[config.mk]
export PLATFORM = sky130hd
export DESIGN_NAME = vec_xfer_unit
export DESIGN_NICKNAME = d
export VERILOG_FILES = /design/src/vec_pkg.sv /design/src/vcmd_pkg.sv /design/src/vec_xfer_unit.sv
export SDC_FILE = /design/constraint.sdc
export NUM_CORES = 1
export LEC_CHECK = 0
export BUFFER_PORTS_ARGS = -buffer_cell sky130_fd_sc_hd__buf_2
export CORE_MARGIN = 4
export CORE_UTILIZATION = 36
export CTS_CLUSTER_SIZE = 14
export DETAILED_ROUTE_END_ITERATION = 16
export PLACE_DENSITY = 0.69
export SLEW_MARGIN = 25
export SYNTH_ARGS = -nofsm -noshare
export SYNTH_HDL_FRONTEND = slang
export SYNTH_SLANG_ARGS = --single-unit
[constraint.sdc]
create_clock -name clk -period 2.9 [get_ports clk]
set_input_delay 0.435 -clock clk [delete_from_list [all_inputs] [get_ports clk]]
set_output_delay 0.435 -clock clk [all_outputs]
set_load 0.005 [all_outputs]
[src/vec_pkg.sv]
`default_nettype none

package vec_pkg;

  // one vector register
  localparam int vlen = 256;

  // one beat on the register file port
  localparam int beat_width = 64;

  // byte enables per beat
  localparam int beat_bytes = beat_width / 8;

  // beats per register, walked in order 0 to 3
  localparam int num_beats = vlen / beat_width;
  localparam int beat_idx_width = 2;

  // 32 registers
  localparam int reg_addr_width = 5;

  // peers sharing the single port
  localparam int num_clients = 2;
  localparam int client_xfer = 0;
  localparam int client_arith = 1;

endpackage

`default_nettype wire

[src/vcmd_pkg.sv]
`default_nettype none

package vcmd_pkg;

  typedef enum logic [2:0] {
    op_load  = 3'd0,
    op_store = 3'd1,
    op_add   = 3'd2,
    op_sub   = 3'd3
  } vop_e;

  typedef enum logic {
    lane8  = 1'b0,
    lane32 = 1'b1
  } lane_e;

  // add / sub format
  typedef struct packed {
    vop_e                               op;
    logic [vec_pkg::reg_addr_width-1:0] vd;
    logic [vec_pkg::reg_addr_width-1:0] vs1;
    logic [vec_pkg::reg_addr_width-1:0] vs2;
    lane_e                              lane;
    logic [4:0]                         spare;
  } vcmd_arith_t;

  // load / store format, vd is the source register on a store
  typedef struct packed {
    vop_e                               op;
    logic [vec_pkg::reg_addr_width-1:0] vd;
    logic [7:0]                         byte_mask;
    logic [7:0]                         spare;
  } vcmd_mem_t;

  // op sits in the top 3 bits of both views
  typedef union packed {
    vcmd_arith_t arith;
    vcmd_mem_t   mem;
  } vcmd_u;

endpackage

`default_nettype wire

[src/vec_xfer_unit.sv]
`timescale 1ns/1ps
`default_nettype none

module vec_xfer_unit (
  input  logic                               clk,
  input  logic                               rst,
  input  logic                               start,
  input  vcmd_pkg::vcmd_mem_t                cmd,
  output logic                               done,
  output logic                               req,
  output logic                               rw,
  output logic [vec_pkg::reg_addr_width-1:0] addr,
  output logic [vec_pkg::beat_bytes-1:0]     byte_en,
  output logic [vec_pkg::beat_width-1:0]     wr_data,
  input  logic                               gnt,
  input  logic [vec_pkg::beat_width-1:0]     rd_data,
  output logic                               ld_req,
  input  logic                               ld_valid,
  input  logic [vec_pkg::beat_width-1:0]     ld_data,
  output logic                               st_valid,
  output logic [vec_pkg::beat_width-1:0]     st_data
);
  import vec_pkg::*;
  import vcmd_pkg::*;

  typedef enum logic [1:0] {
    x_idle, x_ld_collect, x_ld_write, x_st_read
  } xfer_state_e;

  xfer_state_e               state_q;
  logic [beat_idx_width-1:0] cnt_q;
  logic                      last_beat;
  logic                      st_last_q;
  logic [reg_addr_width-1:0] vd_q;
  logic [beat_bytes-1:0]     mask_q;
  logic [beat_width-1:0]     buf_q [num_beats];

  assign last_beat = (cnt_q == beat_idx_width'(num_beats - 1));

  assign req     = (state_q == x_ld_write) || (state_q == x_st_read);
  assign rw      = (state_q == x_ld_write);
  assign addr    = vd_q;
  // same mask on every beat
  assign byte_en = mask_q;
  assign wr_data = buf_q[cnt_q];
  // read data lands one cycle after its beat, in step with st_valid
  assign st_data = rd_data;

  always_ff @(posedge clk or negedge rst) begin
    if (!rst) begin
      state_q   <= x_idle;
      cnt_q     <= '0;
      ld_req    <= 1'b0;
      st_valid  <= 1'b0;
      st_last_q <= 1'b0;
      done      <= 1'b0;
    end else begin
      ld_req    <= 1'b0;
      st_valid  <= gnt && !rw;
      st_last_q <= gnt && !rw && last_beat;
      // load ends after the write burst, store after the last st_valid
      done      <= st_last_q || (gnt && rw && last_beat);
      case (state_q)
        x_idle: begin
          if (start) begin
            cnt_q <= '0;
            if (cmd.op == op_load) begin
              state_q <= x_ld_collect;
              ld_req  <= 1'b1;
            end else begin
              state_q <= x_st_read;
            end
          end
        end
        x_ld_collect: begin
          // beats may come with gaps
          if (ld_valid) begin
            cnt_q <= cnt_q + 1'b1;
            if (last_beat) begin
              state_q <= x_ld_write;
            end
          end
        end
        default: begin
          if (gnt) begin
            cnt_q <= cnt_q + 1'b1;
            if (last_beat) begin
              state_q <= x_idle;
            end
          end
        end
      endcase
    end
  end

  always_ff @(posedge clk) begin
    if (start && state_q == x_idle) begin
      vd_q   <= cmd.vd;
      mask_q <= cmd.byte_mask;
    end
    if (state_q == x_ld_collect && ld_valid) begin
      buf_q[cnt_q] <= ld_data;
    end
  end

endmodule

`default_nettype wire

## Yosys cells after proc, flatten, opt, wreduce, memory -nomap -nowiden

Memory sizes are Yosys's and may differ from the RTL's.
Cells that the tools add are included.

| storage, ports and cells | value |
|---|---|
| memories | 1 |
| RAM bits | 256 |
| output and inout bits | 146 |
| register bits | 21 |

Memory list:

| name | words | width | read ports | clocked after memory_dff | wr ports | line | source |
|---|---|---|---|---|---|---|---|
| buf_q | 4 | 64 | 1 | 0 | 1 | vec_xfer_unit.sv:36 | `logic [beat_width-1:0] buf_q [num_beats];` |

| cells by class | value |
|---|---|
| equal/unequal tests | 7 |
| reduce and logical (&&, ||, !) cells | 15 |
| add/subtract/negate cells | 1 |
| muxes and demuxes | 16 |

Operators by type and width:

| kind | count |
|---|---|
| two-way mux 2 bit | 9 |
| one-hot mux 2 bit (2 select lines) | 2 |
| == test 2 bit (second input constant) | 3 |
| logical AND 1 bit | 6 |
| != test 2 bit (second input constant) | 3 |
| two-way mux 1 bit | 5 |
| AND reduction 5 bit | 1 |
| zero test 3 bit | 1 |
| AND reduction 3 bit | 1 |
| nonzero test 3 bit | 1 |
| adder 2 x 1 -> 2 bit (second input constant) | 1 |
| == test 2 x 1 -> 1 bit (second input constant) | 1 |
| zero test 2 bit | 1 |
| logical OR 1 bit | 2 |
| nonzero test 2 bit | 1 |
| zero test 1 bit | 1 |

## Depth between registers and ports, before layout

Gate-level depths: netlist (run 1).

| depth | value |
|---|---|
| depth after elaboration | 4 |
| depth in mapped cells | 5 |

## Worst setup path after synthesis (run 1)

OpenSTA, ideal clock, no wires.

| path | value |
|---|---|
| path kind | register to register |
| start | reg cnt_q[0] |
| end | mem buf_q[2][0], enable pin |
| data required time | 2.471 ns |
| path slack | 0.027 ns |
| stages on the path, launching flop included | 6 |
| setup time | 0.429 ns |
| data arrival time | 2.444 ns |
| cell sequence | dfrtp_1 buf_6 buf_2 inv_1 ha_1 and2_1 |

RTL lines:

| what | line | source |
|---|---|---|
| start: declaration | vec_xfer_unit.sv:31 | `logic [beat_idx_width-1:0] cnt_q;` |
| start signal: assignment | vec_xfer_unit.sv:78 | `cnt_q <= cnt_q + 1'b1;` |
| start signal: assignment | vec_xfer_unit.sv:86 | `cnt_q <= cnt_q + 1'b1;` |
| end: declaration | vec_xfer_unit.sv:36 |  |

No word-level cell before the write port.

## Worst setup path in the final report (run 1)

| path | value |
|---|---|
| start | reg cnt_q[0] |
| end | out wr_data[2] in the netlist's numbering |

| on the way | value |
|---|---|
| word-level cells in the longest chain between the ends | 1 |

RTL lines:

| what | line | source |
|---|---|---|
| memory (4 x 64 bit) | n/a |  |
| end: declaration | vec_xfer_unit.sv:14 | `output logic [vec_pkg::beat_width-1:0] wr_data,` |

No other way between the ends.

==> results of run 1 <==
sequential cells by signal, summed over array words and instances, names as in the netlist:
register,cells
st_last_q,1
done,1
cnt_q,2
buf_q,256
byte_en,8
state_q,2
ld_req,1
addr,5
st_valid,1
cells in the mapped netlist, drive strengths merged (2+ instances only):
cell and instances:
nand2 2, buf 78, inv 4, mux4 64
nor2 3, dfrtp 8, a21oi 2, nor3 2
edfxtp 269, clkbuf 3, nand2b 2, and2 6
ha 4
power groups by stage:
stage | registers (mW) | logic [mW] | clock network, mW
2_1_floorplan | 5.05 | 1.89 | 0
3_5_place_dp | 5.28 | 2.67 | 0
4_1_cts | 5.20 | 2.70 | 3.34
3_3_place_gp | 5.24 | 2.63 | 0
5_1_grt | 5.24 | 2.83 | 3.54
6_report | 5.17 | 2.59 | 3.23
final timing paths:
path | from | endpoint | slack [ns] | cells after the start
worst max-delay path | cnt_q[0] | wr_data[2] | 0.21 | 3
worst min-delay path | cmd[17] | addr[1] | 0.08 | 1
worst max register to register | cnt_q[1] | buf_q[3][9] | 0.84 | 3
worst min register to register | st_last_q | done | 0.45 | 1
max in group asynchronous | rst | cnt_q[0] | 2.42 | 2
min in group asynchronous | rst | ld_req | 0.29 | 2
cell usage in the layout, fill, tap and decap left out, drive strengths merged, types with 2 or more instances in the layout:
master,synthesis,layout
buf,78,174
inv,4,6
nor2,3,3
edfxtp,269,269
clkbuf,3,35
nand2,2,2
clkinvlp,0,3
and2,6,6
a21oi,2,2
clkinv,0,10
mux4,64,64
ha,4,4
nand2b,2,2
nor3,2,2
dfrtp,8,8
final cells by class:
type	instances	area share [%]
Sequential cell	277	67.5
Antenna cell	1	0.0204
Inverter	4	0.122
Tap cell	384	3.91
Clock inverter	15	0.673
Multi-Input combinational cell	95	13.6
Clock buffer	35	6.10
Timing Repair Buffer	175	8.05
metrics by stage:
| step | hold WS [ns] | area, µm² |
|---|---|---|
| after floorplan | 0.139 | 10600 |
| after global placement | 0.280 | 11400 |
| after detailed placement | 0.287 | 11400 |
| after CTS | 0.0544 | 12300 |
| after global routing | 0.0556 | 12300 |
| final | 0.0835 | 12300 |
per-layer routing:
layer / wire length (µm) / GRT usage, % / share of wire (%)
met5: 26 / 0 / 0.12
met4: 1080 / 6.00 / 4.9
met3: 1750 / 4.04 / 7.9
met2: 12000 / 24.8 / 54
met1: 7220 / 13.9 / 33
kinds of logic after synthesis:
kind of cell               after synthesis  synth area share [%]
DFF                                    277                  78.2
buffers and inverters                   85                  6.15
muxes                                   65                  13.7
and+or+nand+nor                         18                 0.946
AOI/OAI and AO/OA                        8                 0.544
adders and majority gates                4                 0.473
what timing repair did:
action / in CTS / in global routing
hold buffers: 1 / 0
gates resized for setup: 0 / 0
endpoints found under the hold margin: 8 / 0
==> summary.txt, run 1 <==
Syn Nets = 618
number of distinct library cells after synthesis = 26
Nets = 742
placed cells = 934
pre-CTS setup slack = 0.694 ns
largest net degree at the start of global routing = 65
EDFF count, synth = 269
CP required = 2.47 ns
Worst EP arrival = 2.26 ns
core area = 0.0289 mm²
mapped cell area = 0.0106 mm²
CP Max Fanout = 25
Yosys reg bits = 277
Via density = 4.85
gr usage total = 13.4%
RSZ-0062 raised after global routing = no
largest area contributor in the netlist = edfxtp_1
min Tclk post-route = 2.69 ns
global placement routability congestion = 0.740
Worst Max-Slew Pin Slew = 0.626 ns
total global routing overflow = 0
clock share of power = 29.4%
Syn. warnings = 0
vias in the first global route = 5366
Post-Layout Cell Count = 986
Reg area = 0.00829 mm²
DR iter-0 viols = 254
Fillers = 2504
final worst-path cycle share = 92.8%
setup bufs post-CTS = 0
layout cell share with drive strength beyond 1 = 47.1%
P_int = 8.09 mW
Vias = 4787
routed length per instance = 22.3 µm
Max-slew headroom = 58.3%
hpwl dp = 14300 µm
Top Ports = 303
worst path cell trace = buf_12, mux4_2, buf_2
I/O Buffers = 166
CP peak stage delay = 0.71 ns
switching power = 2.91 mW
power density over the cells = 896 mW/mm²
clk_skew = 0.00863 ns
Final setup viols = 0
Area Growth Syn to Fin = 15.9%
Die X = 179 µm
maxcap violations = 0
crit path capture type = primary output
WS Path Type = register to primary output
worst setup margin = 0.209 ns
clock root buffer master = clkbuf_16
leakage = 4.18 nW
Mapped Cells = 457
Final Core Density = 42.5%
drt pass-1 iters = 4
setup TNS = 0 ns
register share of total power = 47.0%
Yosys top cell area share = 76.3%
clock tree buffer depth = 3
Hold Vio Cnt, Final = 0
CTS tree = yes
Core Rows = 62
combinational fraction of design power = 23.6%
CTS clk-pin slew, worst paths = 0.06 ns
global-route wire length before repair = 33600 µm
Multi-input gate area = 0.00167 mm²
ys flop type = edfxtp_1
Sw Share = 26.4%
delay-heaviest family, CP = flip-flops
DRC = 0
initial antenna violation count = 5
Tot Pwr = 11.0 mW
startpoint types = register
# clock sinks = 277
share of the yosys chip area belonging to registers = 78.2%
crit path buf inv count = 2
Avg Cell Area, Syn = 23.2 µm²
Hold WC Path Type = input port to register
Max stage delay cell, worst path = dfrtp_4
clk_lat worst skew = 0.52 ns
Peak supply drop = 0.567 mV
status = completed
die area = 0.0322 mm²
f_max = 372 MHz
CTS buffer count = 28
DRT antenna net count = 0
wirelength, routed = 22000 µm
H-tree depth = 1
Final Max Slew Viols = 0
Initial Util = 36.7%
main area contributors after synthesis = edfxtp_1, mux4_2, buf_4
Die Y = 179 µm
Post-synth ARST share = 2.89%
Power figures use the tool's default switching activity.
==> inputs of run 2 (changes only) <==
--- a/config.mk
+++ b/config.mk
@@ -5,12 +5,15 @@
 export SDC_FILE = /design/constraint.sdc
 export NUM_CORES = 1
 export LEC_CHECK = 0
+export ABC_AREA = 1
 export BUFFER_PORTS_ARGS = -buffer_cell sky130_fd_sc_hd__buf_2
 export CORE_MARGIN = 4
 export CORE_UTILIZATION = 36
 export CTS_CLUSTER_SIZE = 14
 export DETAILED_ROUTE_END_ITERATION = 16
+export HOLD_SLACK_MARGIN = 0.12
 export PLACE_DENSITY = 0.69
+export REMOVE_ABC_BUFFERS = 1
 export SLEW_MARGIN = 25
 export SYNTH_ARGS = -nofsm -noshare
 export SYNTH_HDL_FRONTEND = slang
==> run 2 against run 1 <==
Compared with the run above:
- synthesized cell count increased by 66%
- global-route usage increased by 3.1 points
- fmax increased by 0.83%
- synthesized area increased by 3.7%
- final area increased by 9.8%
- first-iteration DRC count increased by 68%
- non-clock buffer count increased by 88
- highest routed layer unchanged
- sequential share of layout area decreased by 6.0 points
- critical path type unchanged
- largest power group unchanged
- combinational power increased by 34%
==> summary.txt, run 2 <==
status = completed
number of distinct library cells after synthesis = 21
min Tclk post-route = 2.67 ns
dpl cell area = 0.0118 mm²
f_max = 375 MHz
crit path capture type = primary output
drt pass-1 iters = 4
Max-slew headroom = 60.1%
most common cell after layout, fill and taps aside = edfxtp_1
Yosys top cell area share = 73.6%
DRT antenna net count = 0
clock tree buffer depth = 3
gr usage total = 16.4%
mapped cell area = 0.0110 mm²
Resize count post-CTS = 0
largest area contributor in the netlist = edfxtp_1
global-route wire length before repair = 41800 µm
hold_buf cts = 79
Commonest cells post-synth = edfxtp_1, nor2_1, o21ai_0, buf_4, o22ai_1
Syn. warnings = 0
hpwl dp = 17100 µm
global placement routability congestion = 0.709
Hold Vio Cnt, Final = 0
Hold WC Path Type = input port to register
CP Max Fanout = 38
CTS tree = yes
CP peak stage delay = 0.71 ns
startpoint types = register
routed length per instance = 21.0 µm
number of flip-flops under the largest register name = 256
Final Cell Area = 0.0135 mm²
clock root buffer master = clkbuf_16
Reg area = 0.00828 mm²
setup TNS = 0 ns
RSZ-0062 raised after global routing = no
Die Y = 183 µm
CP required = 2.47 ns
H-tree depth = 1
Ant. Diodes = 0
Core Rows = 63
delay-heaviest family, CP = flip-flops
ys flop type = edfxtp_1
die area = 0.0334 mm²
WS Path Type = register to primary output
Final Max Slew Viols = 0
share of the yosys chip area belonging to registers = 75.4%
top-count cell post-synth = edfxtp_1
Tot Pwr = 12.0 mW
DRC = 0
Mapped Cells = 759
EDFF count, synth = 269
leakage = 4.77 nW
initial antenna violation count = 1
clk_skew = 0.00758 ns
Fillers = 2641
Biggest register = buf_q
I/O Buffers = 166
maxcap violations = 0
Final setup viols = 0
Vias = 6748
setup bufs post-CTS = 0
main area contributors after synthesis = edfxtp_1, buf_4, o21ai_0
Worst EP arrival = 2.23 ns
layout cell share with drive strength beyond 1 = 28.2%
Top Ports = 303
total global routing overflow = 0
CTS buffer count = 29
Post-synth ARST share = 2.89%
Nets = 1107
worst path cell trace = buf_4, o21ai_0, o22ai_1, buf_2
power density over the cells = 890 mW/mm²
CTS clk-pin slew, worst paths = 0.06 ns
DR iter-0 viols = 427
Area Growth Syn to Fin = 22.7%
crit path buf inv count = 2
vias in the first global route = 6651
core area = 0.0299 mm²
Initial Util = 36.8%
most frequent cells in the layout = edfxtp_1, buf_2, nor2_1
largest net degree at the start of global routing = 67
Max stage delay cell, worst path = dfrtp_4
Yosys reg bits = 277
# clock sinks = 277
clk_lat worst skew = 0.53 ns
final worst-path cycle share = 92.0%
wirelength, routed = 28400 µm
Peak supply drop = 0.577 mV
Worst Max-Slew Pin Slew = 0.599 ns
Via density = 4.99
Avg Cell Area, Syn = 14.5 µm²
Die X = 183 µm
Multi-input gate area = 0.00193 mm²
==> run 2: changes by cell type after synthesis, moves of 6 or more <==
cell,before,now
o21ai_1,0,36
mux4_2,64,0
buf_6,1,10
clkbuf_1,3,22
o22ai_1,0,44
o22ai_2,0,20
inv_1,4,10
nor2_1,3,120
o21ai_0,1,94
and2_1,6,0
nand2_1,2,17
nor2_2,0,20
==> run 2: logic make-up (layout without fill, tap and decap cells) <==
logic type / count (synthesis) / count (layout) / share of synthesized area (%)
AO/OA/AOI/OAI: 195 / 195 / 10.8
adder cells (fa/ha/maj): 4 / 4 / 0.456
buffers and inverters: 121 / 324 / 7.31
flip-flops: 277 / 277 / 75.4
AND/OR/NAND/NOR: 162 / 162 / 6.06
==> run 2: final timing paths <==
kind / endpoint / slack (ns) / startpoint / depth (start not counted)
max reg2reg: buf_q[0][31] / 0.86 / cnt_q[0] / 5
min: ld_req / 0.16 / cmd[21] / 4
max: wr_data[38] / 0.23 / cnt_q[0] / 4
min in group asynchronous: cnt_q[1] / 0.29 / rst / 2
min reg2reg: done / 0.44 / st_last_q / 1
max in group asynchronous: cnt_q[0] / 2.42 / rst / 2
==> run 2: area by class of cell <==
class                   count  area share (%)
multi-input cells         361            14.3
repair buffers            263            13.6
flip-flops and latches    277            61.5
inverters                  14           0.409
clock buffers              36            5.58
well taps                 390            3.62
clock inverters            11            1.01
==> run 2: power breakdown <==
group / total, mW / leakage [nW] / internal (mW) / switching [mW]
sequential: 5.03 / 2.54 / 4.85 / 0.178
combinational: 3.46 / 1.82 / 1.31 / 2.16
clock: 3.51 / 0.417 / 2.08 / 1.43
total: 12.0 / 4.77 / 8.24 / 3.76
==> run 2: per-layer routing <==
layer / vias to the layer above / track usage [%] / wire length [µm]
met5: - / 6.37 / 282
met4: 10 / 3.57 / 547
met3: 52 / 9.73 / 3920
met2: 343 / 23.5 / 12000
met1: 3238 / 21.1 / 11700
li1: 3105 / - / -
==> run 2: worst reg2reg max path: stages (launching register included) <==
cell and delay, ns:
dfrtp_4 0.66, inv_4 0.20, ha_1 0.16, inv_1 0.06
nor2_4 0.10, buf_4 0.45
==> run 2: metrics by stage <==
stage | instances | util (%) | setup WS (ns) | hold WS, ns
after floorplan | 652 | - | -3.08 | 0.139
after global placement | 1226 | 39.5 | 0.811 | 0.290
after detailed placement | 1226 | 39.5 | 0.772 | 0.293
after CTS | 1352 | 45.1 | 0.176 | 0.120
after global routing | 1352 | 45.1 | 0.0524 | 0.187
final | 1352 | 45.1 | 0.231 | 0.162
