`config.mk`:
```
export PLATFORM = sky130hd
export DESIGN_NAME = vec_port_arbiter
export DESIGN_NICKNAME = d
export VERILOG_FILES = /design/src/vec_pkg.sv /design/src/vec_port_arbiter.sv
export SDC_FILE = /design/constraint.sdc
export NUM_CORES = 1
export LEC_CHECK = 0
export BUFFER_PORTS_ARGS = -buffer_cell sky130_fd_sc_hd__buf_2
export CAP_MARGIN = 20
export CELL_PAD_IN_SITES_DETAIL_PLACEMENT = 1
export CELL_PAD_IN_SITES_GLOBAL_PLACEMENT = 1
export CORE_MARGIN = 3
export CORE_UTILIZATION = 18
export CTS_CLUSTER_SIZE = 10
export DETAILED_ROUTE_END_ITERATION = 6
export PLACE_DENSITY_LB_ADDON = 0.1
export SLEW_MARGIN = 10
export SYNTH_ARGS = -nofsm -noshare
export SYNTH_HDL_FRONTEND = slang
export SYNTH_SLANG_ARGS = --single-unit
```
`constraint.sdc`:
```
create_clock -name clk -period 1.7 [get_ports clk]
set_input_delay 0.085 -clock clk [delete_from_list [all_inputs] [get_ports clk]]
set_output_delay 0.085 -clock clk [all_outputs]
set_load 0.01 [all_outputs]
```
`src/vec_pkg.sv`:
```
`default_nettype none

package vec_pkg;

  // one vector register
  localparam int vlen = 256;

  // one beat on the register file port
  localparam int beat_width = 64;

  // byte enables per beat
  localparam int beat_bytes = beat_width / 8;

  // beats per register, walked in order 0 to 3
  localparam int num_beats = vlen / beat_width;
  localparam int beat_idx_width = 2;

  // 32 registers
  localparam int reg_addr_width = 5;

  // peers sharing the single port
  localparam int num_clients = 2;
  localparam int client_xfer = 0;
  localparam int client_arith = 1;

endpackage

`default_nettype wire

```
`src/vec_port_arbiter.sv`:
```
`timescale 1ns/1ps
`default_nettype none

module vec_port_arbiter (
  input  logic                               clk,
  input  logic                               rst,
  input  logic                               req [vec_pkg::num_clients],
  input  logic                               rw [vec_pkg::num_clients],
  input  logic [vec_pkg::reg_addr_width-1:0] addr [vec_pkg::num_clients],
  input  logic [vec_pkg::beat_bytes-1:0]     byte_en [vec_pkg::num_clients],
  input  logic [vec_pkg::beat_width-1:0]     wr_data [vec_pkg::num_clients],
  output logic                               gnt [vec_pkg::num_clients],
  output logic                               rf_en,
  output logic                               rf_rw,
  output logic [vec_pkg::reg_addr_width-1:0] rf_addr,
  output logic [vec_pkg::beat_bytes-1:0]     rf_byte_en,
  output logic [vec_pkg::beat_width-1:0]     rf_wr_data,
  input  logic                               rf_active
);
  import vec_pkg::*;

  logic held_q;
  logic first_q;
  // current owner, also the last winner for round robin
  logic owner_q;
  logic winner;
  logic any_req;
  logic burst_over;
  logic can_grant;

  assign any_req = req[client_xfer] || req[client_arith];

  // on a tie the client that lost last time goes first
  always_comb begin
    if (req[client_xfer] && req[client_arith]) begin
      winner = !owner_q;
    end else if (req[client_arith]) begin
      winner = 1'(client_arith);
    end else begin
      winner = 1'(client_xfer);
    end
  end

  // regfile goes idle again after beat 3
  assign burst_over = held_q && !first_q && !rf_active;
  assign can_grant  = !held_q || burst_over;

  always_ff @(posedge clk or negedge rst) begin
    if (!rst) begin
      held_q  <= 1'b0;
      first_q <= 1'b0;
      // so that xfer wins the first tie
      owner_q <= 1'(client_arith);
    end else begin
      first_q <= 1'b0;
      if (can_grant && any_req) begin
        held_q  <= 1'b1;
        first_q <= 1'b1;
        owner_q <= winner;
      end else if (burst_over) begin
        held_q <= 1'b0;
      end
    end
  end

  // grant covers exactly beats 0 to 3
  always_comb begin
    for (int i = 0; i < num_clients; i++) begin
      gnt[i] = held_q && (first_q || rf_active) && (owner_q == 1'(i));
    end
  end

  assign rf_en      = first_q;
  assign rf_rw      = rw[owner_q];
  assign rf_addr    = addr[owner_q];
  assign rf_byte_en = byte_en[owner_q];
  assign rf_wr_data = wr_data[owner_q];

endmodule

`default_nettype wire

```
# Word level (Yosys, flattened, before mapping)
# Index checks and enable logic that the tools add are counted.
# classes
n_lt_le_gt_ge	1
n_mux	17
n_bitwise	2
n_reduce_logical	15
# op_table
operator	count
$mux W64	3
$mux W8	3
$mux W5	3
$mux W1	8
$logic_and A1 B1 Y1	7
$logic_not A1 Y1	4
$logic_or A1 B1 Y1	3
$ge A2 B2 Y1 const B	1
$not A1 Y2	1
$reduce_bool A2 Y1	1
$not A1 Y1	1
# word_totals
ff_bits	3
input_bits	161
out_inout_bits	81
word_cells	38

# Depth between registers and ports, before layout
# Gate-level depths: netlist of run 1.
# depth
ltp_word	6
mapped_depth	4
ltp_nobuf	3

# Worst setup path before layout of run 1
# OpenSTA, ideal clock, no wires.
# synth_timing
path_kind	flip-flop to output port
from	register owner_q
to	output port rf_addr[0] (netlist bit)
arrival_ns	1.165
required_ns	1.615
setup_slack_ns	0.450
path_stages_with_launch	4
path_cell_list	dfstp_2 buf_6 buf_12 mux2_4
# synth_between
elab_chain_cells	4
# synth_lines
element	line_no	source
start: declaration	vec_port_arbiter.sv:25	logic owner_q;
start signal: assignment	vec_port_arbiter.sv:53	owner_q <= 1'(client_arith);
start signal: assignment	vec_port_arbiter.sv:59	owner_q <= winner;
$not A1 Y2 (not written as such)	vec_port_arbiter.sv:75	assign rf_addr = addr[owner_q];
$mux W5 (not written as such) (3 in a row)	vec_port_arbiter.sv:75	
end: declaration	vec_port_arbiter.sv:15	output logic [vec_pkg::reg_addr_width-1:0] rf_addr,
# Every way passes these cells. The select of a mux whose other input is x is not followed.

# Final worst setup path of run 1
# layout_timing
from	register owner_q
to	output port rf_wr_data[48] (netlist bit)
# layout_between
elab_chain_cells	4
# layout_lines
element	line_no	source
$not A1 Y2 (not written as such)	vec_port_arbiter.sv:77	assign rf_wr_data = wr_data[owner_q];
$mux W64 (not written as such) (3 in a row)	vec_port_arbiter.sv:77	
end: declaration	vec_port_arbiter.sv:17	output logic [vec_pkg::beat_width-1:0] rf_wr_data,
# Every way passes these cells. The select of a mux whose other input is x is not followed.

==> results of run 1 <==
[kinds of logic (layout without fill, tap and decap cells)]
logic type,after synthesis,after routing,synth area share
and+or+nand+nor,4,4,0.0104
AOI/OAI and AO/OA,4,4,0.0164
DFF,3,3,0.0527
buffers and inverters,10,265,0.117
muxes,78,78,0.803
[cells in the mapped netlist]
cell     count  share of area
mux2_4      76           0.79
buf_12       7          0.097
nor2_1       3         0.0078
dfrtp_1      2          0.035
mux2_2       2          0.016
a21oi_1      1         0.0035
a31oi_1      1         0.0043
buf_6        1         0.0078
buf_8        1          0.010
dfstp_2      1          0.018
inv_1        1         0.0026
nand2_1      1         0.0026
o21a_1       1         0.0052
o21ai_1      1         0.0035
[critical path: stages, from the launching register on]
cell and delay (ns):
dfstp_4 0.65, buf_12 0.15, clkbuf_16 0.15, mux2_4 0.31
buf_6 0.13
[cell usage in the layout (no fill, tap or decap), types with 2 or more instances in the layout]
| cell | count |
|---|---|
| buf_12 | 4 |
| buf_2 | 193 |
| buf_4 | 5 |
| buf_6 | 50 |
| clkbuf_16 | 5 |
| clkbuf_8 | 3 |
| dfrtp_1 | 2 |
| mux2_4 | 77 |
| nor2_1 | 3 |
[registers in the layout, indices dropped and copies added, names as in the netlist]
signal,count
held_q,1
owner_q,1
rf_en,1
[timing repair]
action	4_1_cts	5_1_grt
endpoints found under the setup margin	70	59
hold buffers	1	0
setup buffers	2	4
pin swaps	0	0
cloned	0	8
resized for setup	24	38
hold endpoints to repair	3	0
[power by group]
part	leakage [nW]	total [mW]	internal (mW)	switching (mW)
logic	1.89	2.92	1.85	1.07
clock network	0.0228	0.207	0.160	0.0474
registers	0.0328	0.117	0.0952	0.0215
total	1.95	3.24	2.10	1.14
[final cells by class]
type,instances,share of cell area
timing repair buffer,260,0.555
multi-input combinational,86,0.367
tap,102,0.0388
sequential,3,0.0244
clock buffer,4,0.0137
inverter,1,0.00114
[layer usage]
layer | routed length (um) | part of all wire | vias up | GRT usage
met5 | 0 | 0 | - | 0
met4 | 102 | 0.013 | 0 | 0.0237
li1 | - | - | 886 | -
met2 | 4270 | 0.56 | 101 | 0.261
met1 | 2590 | 0.34 | 850 | 0.135
met3 | 715 | 0.093 | 7 | 0.0383
[worst paths after layout]
kind                                       end  slack, ns  cells past startpoint     from
worst max-delay path            rf_wr_data[48]      0.008                      4  owner_q
max in group asynchronous              owner_q       1.30                      2      rst
worst min-delay path                   owner_q       0.06                      2   req[1]
worst max register to register         owner_q       0.60                      3  owner_q
worst min register to register          held_q       0.58                      2   held_q
min in group asynchronous               held_q       0.21                      2      rst
[metrics by stage]
stage	setup TNS (ns)	hold slack (ns)	power (mW)
floorplan	0	-0.211	1.72
global placement	0	-0.113	2.27
detailed placement	0	-0.111	2.29
CTS	-0.0448	0.0558	2.70
global route	-0.732	0.0645	3.43
finish	0	0.0590	3.24
==> impl_metrics.tcl, run 1 <==
set metrics [dict create \
    status "complete, no violations" \
    utilization 0.423 \
    ctsHtreeMaxLevel 1 \
    gr-total-overflow 0 \
    cts_made_buffers 3 \
    die_w_um 95.7 \
    max_freq_mhz 591 \
    hold_path_class "primary input to register" \
    routed_wl_mm 7.69 \
    synthCells 99 \
    final_area_sq_um 3290 \
    ys_seq_elements 3 \
    worstSetupEndpointType "output port" \
    place_inst 438 \
    syn_area_per_cell_sq_um 14.6 \
    rsz0062_at_grt "yes" \
    grtUsageTotal 0.131 \
    insertion_delay_ns 0.22 \
    die_area_sq_um 9160 \
    maxCapViolations 0 \
    total_leakage_power_nw 1.95 \
    skew_ns 0.000663 \
    gp_congestion 0.792 \
    layout.nets 516 \
    critPathKind "register to output port" \
    syn-num-nets 260 \
    viasPerCell 4.04 \
    path_clk_slew_ns 0.03 \
    grt_max_degree 25 \
    min_period_ns 1.69 \
    layout-drive-gt1-share 0.963 \
    clockRootBuffer "clkbuf_8" \
    antenna_found_initial 0 \
    power_density_nw_per_um2 986 \
    row_count 32 \
    port_buffers 241 \
    yosysWarnings 0 \
    multiInputGateArea_sq_um 1210 \
    worst_pin_slew_ns 0.371 \
    ant_nets 0 \
    layout.cells.non_filler 456 \
    ir_drop_v 0.000553 \
    start_util 0.187 \
    drtPass1Iterations 3 \
    cp-start-kind "register" \
    ys_types 14 \
    cts_tree "built" \
    cp.arrival_ns 1.61 \
    syn_area_sq_um 1450 \
    wl_per_cell_um 16.9 \
    min_period_over_period 0.996 \
    grt_pass1_wl_mm 9.36 \
    setup_viol 0 \
    dpl_worst_slack_ns 0.166 \
    critPathMaxFanout 7 \
    coreArea_sq_um 7770 \
    worstPathRequired_ns 1.62 \
    ios 242 \
    die_h_um 95.7 \
    post-route-drc-count 0 \
    clockBufferDepth 2 \
    hold_violations 0 \
    drv_slew 0 \
    fillers 901 \
    placed_area_sq_um 2700 \
    syn_to_final_growth_pct 127 \
    relSlewSlack 0.751 \
    final.setup.worst_slack_ns 0.00765 \
    diodes 0 \
    dpl.hpwl_mm 6.32 \
    yosysSeqAreaShare 0.0527 \
    drt-initial-drc-count 9 \
    cts_sinks 3 \
    num_vias 1844 \
    seq_area_sq_um 80.1 \
    grt_pass1_vias 1820 \
]
No activity file was read; power rests on OpenSTA's default activity.
==> run 2: changes to the inputs <==
Settings changed: CORE_UTILIZATION 18 to 16.
Clock period 1.7 ns to 1.55 ns, I/O delays scaled along.
==> run 2 against run 1 <==
The run now ends with negative setup slack left; power grew 17%; hold slack better by 0.018 ns; flip-flop and latch count stayed put; largest power group unchanged.
==> impl_metrics.tcl, run 2 (synthesis results as in run 1) <==
set metrics [dict create \
    timing.hold.ws_ns 0.0773 \
    die_h_um 101 \
    total_power_mw 3.78 \
    grtUsageTotal 0.112 \
    setup_viol 79 \
    die_w_um 101 \
    path_clk_slew_ns 0.03 \
    worstSetupEndpointType "output port" \
    antenna_found_initial 1 \
    cts_sinks 3 \
    grt_pass1_wl_mm 9.09 \
    clockBufferDepth 2 \
    die_area_sq_um 10200 \
    worst_pin_slew_ns 0.402 \
    violations "negative setup slack" \
    insertion_delay_ns 0.21 \
    critPathMaxFanout 6 \
    layout.nets 516 \
    ios 242 \
    post-route-drc-count 0 \
    dpl.hpwl_mm 5.82 \
    placed_area_sq_um 2700 \
    rsz0062_at_grt "yes" \
    syn_to_final_growth_pct 140 \
    row_count 34 \
    diodes 0 \
    num_vias 1890 \
    power_density_nw_per_um2 1090 \
    ant_nets 0 \
    hold_violations 0 \
    drtPass1Iterations 4 \
    port_buffers 241 \
    gp_congestion 0.743 \
    relSlewSlack 0.730 \
    cp_cell_sequence "buf_12 -> clkbuf_16 -> mux2_4 -> buf_6" \
    ctsHtreeMaxLevel 1 \
    min_period_ns 1.66 \
    dpl_worst_slack_ns 0.100 \
    drt-initial-drc-count 8 \
    cts_made_buffers 3 \
    clockRootBuffer "clkbuf_8" \
    hold_path_class "primary input to register" \
    routed_wl_mm 7.36 \
    worstPathRequired_ns 1.47 \
    ir_drop_v 0.000400 \
    cp-start-kind "register" \
    cts_tree "built" \
    coreArea_sq_um 8760 \
    wl_per_cell_um 15.9 \
    layout_commonest_cell "buf_2" \
    grt_pass1_vias 1937 \
    min_period_over_period 1.07 \
    skew_ns 0.00348 \
    max_freq_mhz 603 \
    cp_slowest_cell "dfstp_4" \
    status "finished with violations" \
    viasPerCell 4.09 \
    total_leakage_power_nw 2.01 \
    drv_slew 0 \
    start_util 0.165 \
    cp.arrival_ns 1.58 \
    critPathKind "register to output port" \
    maxCapViolations 0 \
    gr-total-overflow 0 \
    final_cell_mix "buf_2, mux2_4, buf_6, clkbuf_16" \
    layout-drive-gt1-share 0.963 \
    utilization 0.397 \
    final.setup.worst_slack_ns -0.108 \
    final_area_sq_um 3480 \
    grt_max_degree 27 \
    slowest_delay_ns 0.64 \
]
run 2: cell types whose count changed in the layout (fill, tap and decap cells not counted), sizes merged:
cell and change:
buf -1, clkbuf +1
run 2: critical path, delay by kind of cell (launching register included):
family   cells  cell delay [ns]
mux          1             0.30
flops        1             0.64
buf+inv      3             0.42
run 2: layout make-up:
class                   instances  area, sq um
clock buffers                   4         45.0
fillers                      1023         5290
inverters                       1         3.75
multi-input cells              86         1210
flip-flops and latches          3         80.1
well taps                     108          135
repair buffers                260         2000
run 2: power by group:
group / leakage, nW / internal, mW / total, mW / switching [mW]
sequential: 0.0328 / 0.104 / 0.122 / 0.0174
combinational: 1.96 / 2.23 / 3.44 / 1.20
clock: 0.0228 / 0.175 / 0.223 / 0.0475
total: 2.01 / 2.51 / 3.78 / 1.27
run 2: what timing repair did:
item,CTS,global route
gates cloned,0,9
buffers inserted,0,5
endpoints found under the hold margin,3,0
hold buffers,1,0
endpoints found under the setup margin,78,78
gates resized for setup,41,50
run 2: routing by layer:
layer	up-vias	wire length, um	global-route usage
li1	885	-	-
met1	856	2260	0.0999
met2	137	4150	0.229
met3	10	818	0.0448
met4	2	106	0.0307
met5	-	20	0
run 2: through the flow:
| step | instances | setup TNS (ns) |
|---|---|---|
| after floorplan | 99 | 0 |
| after global placement | 443 | 0 |
| after detailed placement | 443 | 0 |
| after CTS | 448 | -7.50 |
| after global routing | 462 | -10.11 |
| final | 462 | -6.90 |
run 2: worst paths after layout:
path	slack [ns]	startpoint	endpoint	cells past startpoint
max in group asynchronous	1.14	rst	owner_q	2
worst min register to register	0.58	held_q	held_q	2
worst min-delay path	0.08	req[1]	owner_q	2
min in group asynchronous	0.21	rst	held_q	2
worst max-delay path	-0.11	owner_q	rf_byte_en[6]	4
worst max register to register	0.23	owner_q	owner_q	5
==> run 3: changes to the inputs <==
Settings changed: SKIP_LAST_GASP set to 1.
==> run 3 against run 2 <==
The run still ends with negative setup slack left; critical path depth unchanged; sequential power about the same; via count about the same; global-route usage decreased by 0.38 points; largest power group unchanged; critical endpoint is now rf_wr_data[43]; routed wire length increased by 1.4%; design area decreased by 0.58%; clock skew about the same; hold slack got worse by 0.0078 ns; sequential share of layout area about the same; die area unchanged; core utilization decreased by 0.23 points.
==> impl_metrics.tcl, run 3 (synthesis results as in run 1) <==
set metrics [dict create \
    status "finished with violations" \
    violations "negative setup slack" \
    fillers 1027 \
    worstPathRequired_ns 1.47 \
    total_power_mw 3.75 \
    dpl.hpwl_mm 5.82 \
    die_w_um 101 \
    skew_ns 0.00359 \
    row_count 34 \
    final.setup.worst_slack_ns -0.116 \
    hold_violations 0 \
    post-route-drc-count 0 \
    cp-start-kind "register" \
    ios 242 \
    num_vias 1891 \
    coreArea_sq_um 8760 \
    relSlewSlack 0.730 \
    drtPass1Iterations 4 \
    final_area_sq_um 3460 \
    port_buffers 241 \
    wl_per_cell_um 16.2 \
    maxCapViolations 0 \
    layout.cells.non_filler 460 \
    cts_tree "built" \
    clockRootBuffer "clkbuf_8" \
    insertion_delay_ns 0.21 \
    drv_slew 0 \
    multiInputGateArea_sq_um 1210 \
    clockBufferDepth 2 \
    layout.nets 514 \
    critPathKind "register to output port" \
    place_inst 443 \
    setup_viol 78 \
    min_period_ns 1.67 \
    grt_max_degree 27 \
    antenna_found_initial 1 \
    worstSetupEndpointType "output port" \
    syn_to_final_growth_pct 139 \
    rsz0062_at_grt "yes" \
    cts_made_buffers 3 \
    ant_nets 0 \
    start_util 0.165 \
    routed_wl_mm 7.46 \
    power_density_nw_per_um2 1080 \
    ctsHtreeMaxLevel 1 \
    hold_path_class "primary input to register" \
    cp.arrival_ns 1.59 \
    grt_pass1_vias 1879 \
    layout-drive-gt1-share 0.963 \
    crit_start "owner_q" \
    max_freq_mhz 600 \
    min_period_over_period 1.07 \
    worst_pin_slew_ns 0.402 \
    die_h_um 101 \
    placed_area_sq_um 2700 \
    grt_pass1_wl_mm 8.81 \
    final_cell_mix "buf_2, mux2_4, buf_6, clkbuf_16" \
    viasPerCell 4.11 \
    gr-total-overflow 0 \
    diodes 0 \
    critPathMaxFanout 7 \
    cts_sinks 3 \
    drt-initial-drc-count 9 \
    total_leakage_power_nw 2.01 \
    layout_commonest_cell "buf_2" \
    utilization 0.395 \
    gp_congestion 0.743 \
    path_clk_slew_ns 0.03 \
    r2r_start "owner_q" \
    grtUsageTotal 0.109 \
    seq_area_sq_um 80.1 \
    ir_drop_v 0.000413 \
    die_area_sq_um 10200 \
    min-delay-start "req[1]" \
]
[run 3: cell count changes in the layout (fill, tap and decap cells not counted)]
cell,delta
buf_8,-1
clkbuf_16,+1
buf_4,-2
buf_12,-1
buf_2,+1
[run 3: through the flow]
step                setup slack (ns)  TNS [ns]  hold WS [ns]
floorplan                      0.307         0        -0.218
global placement               0.112         0        -0.123
detailed placement             0.100         0        -0.126
CTS                           -0.127     -7.87        0.0633
global route                  -0.150    -10.47        0.0821
finish                        -0.116     -7.58        0.0695
[run 3: final cells by class]
cell class	count	area share
multi-input cells	86	0.350
repair buffers	258	0.574
clock buffers	4	0.0130
inverters	1	0.00109
well taps	108	0.0391
flip-flops and latches	3	0.0232
[run 3: worst paths after layout]
path / end / slack (ns) / cells past startpoint
max: rf_wr_data[43] / -0.12 / 4
min in group asynchronous: held_q / 0.21 / 2
max reg2reg: owner_q / 0.32 / 4
min reg2reg: held_q / 0.58 / 2
max in group asynchronous: owner_q / 1.14 / 2
min: owner_q / 0.07 / 2
[run 3: critical path, stage by stage (launching register included)]
cell,delay [ns]
dfstp_4,0.64
clkbuf_16,0.17
buf_16,0.14
mux2_4,0.31
buf_6,0.13
[run 3: metal layers]
metal	wire [um]	up-vias	global-route usage
met2	4220	137	0.225
met5	20	-	0
li1	-	883	-
met1	2320	859	0.0979
met4	82	2	0.0215
met3	817	10	0.0406
[run 3: where the power goes]
group | internal (mW) | leakage [nW] | switching, mW
Clock | 0.175 | 0.0228 | 0.0475
Sequential | 0.104 | 0.0328 | 0.0193
Combinational | 2.20 | 1.95 | 1.20
[run 3: timing repair]
| action | 4_1_cts | 5_1_grt |
|---|---|---|
| buffers inserted | 0 | 2 |
| hold buffers | 1 | 0 |
| endpoints found under the hold margin | 3 | 0 |
| gates resized for setup | 0 | 93 |
| endpoints found under the setup margin | 78 | 78 |
| gates cloned | 0 | 10 |
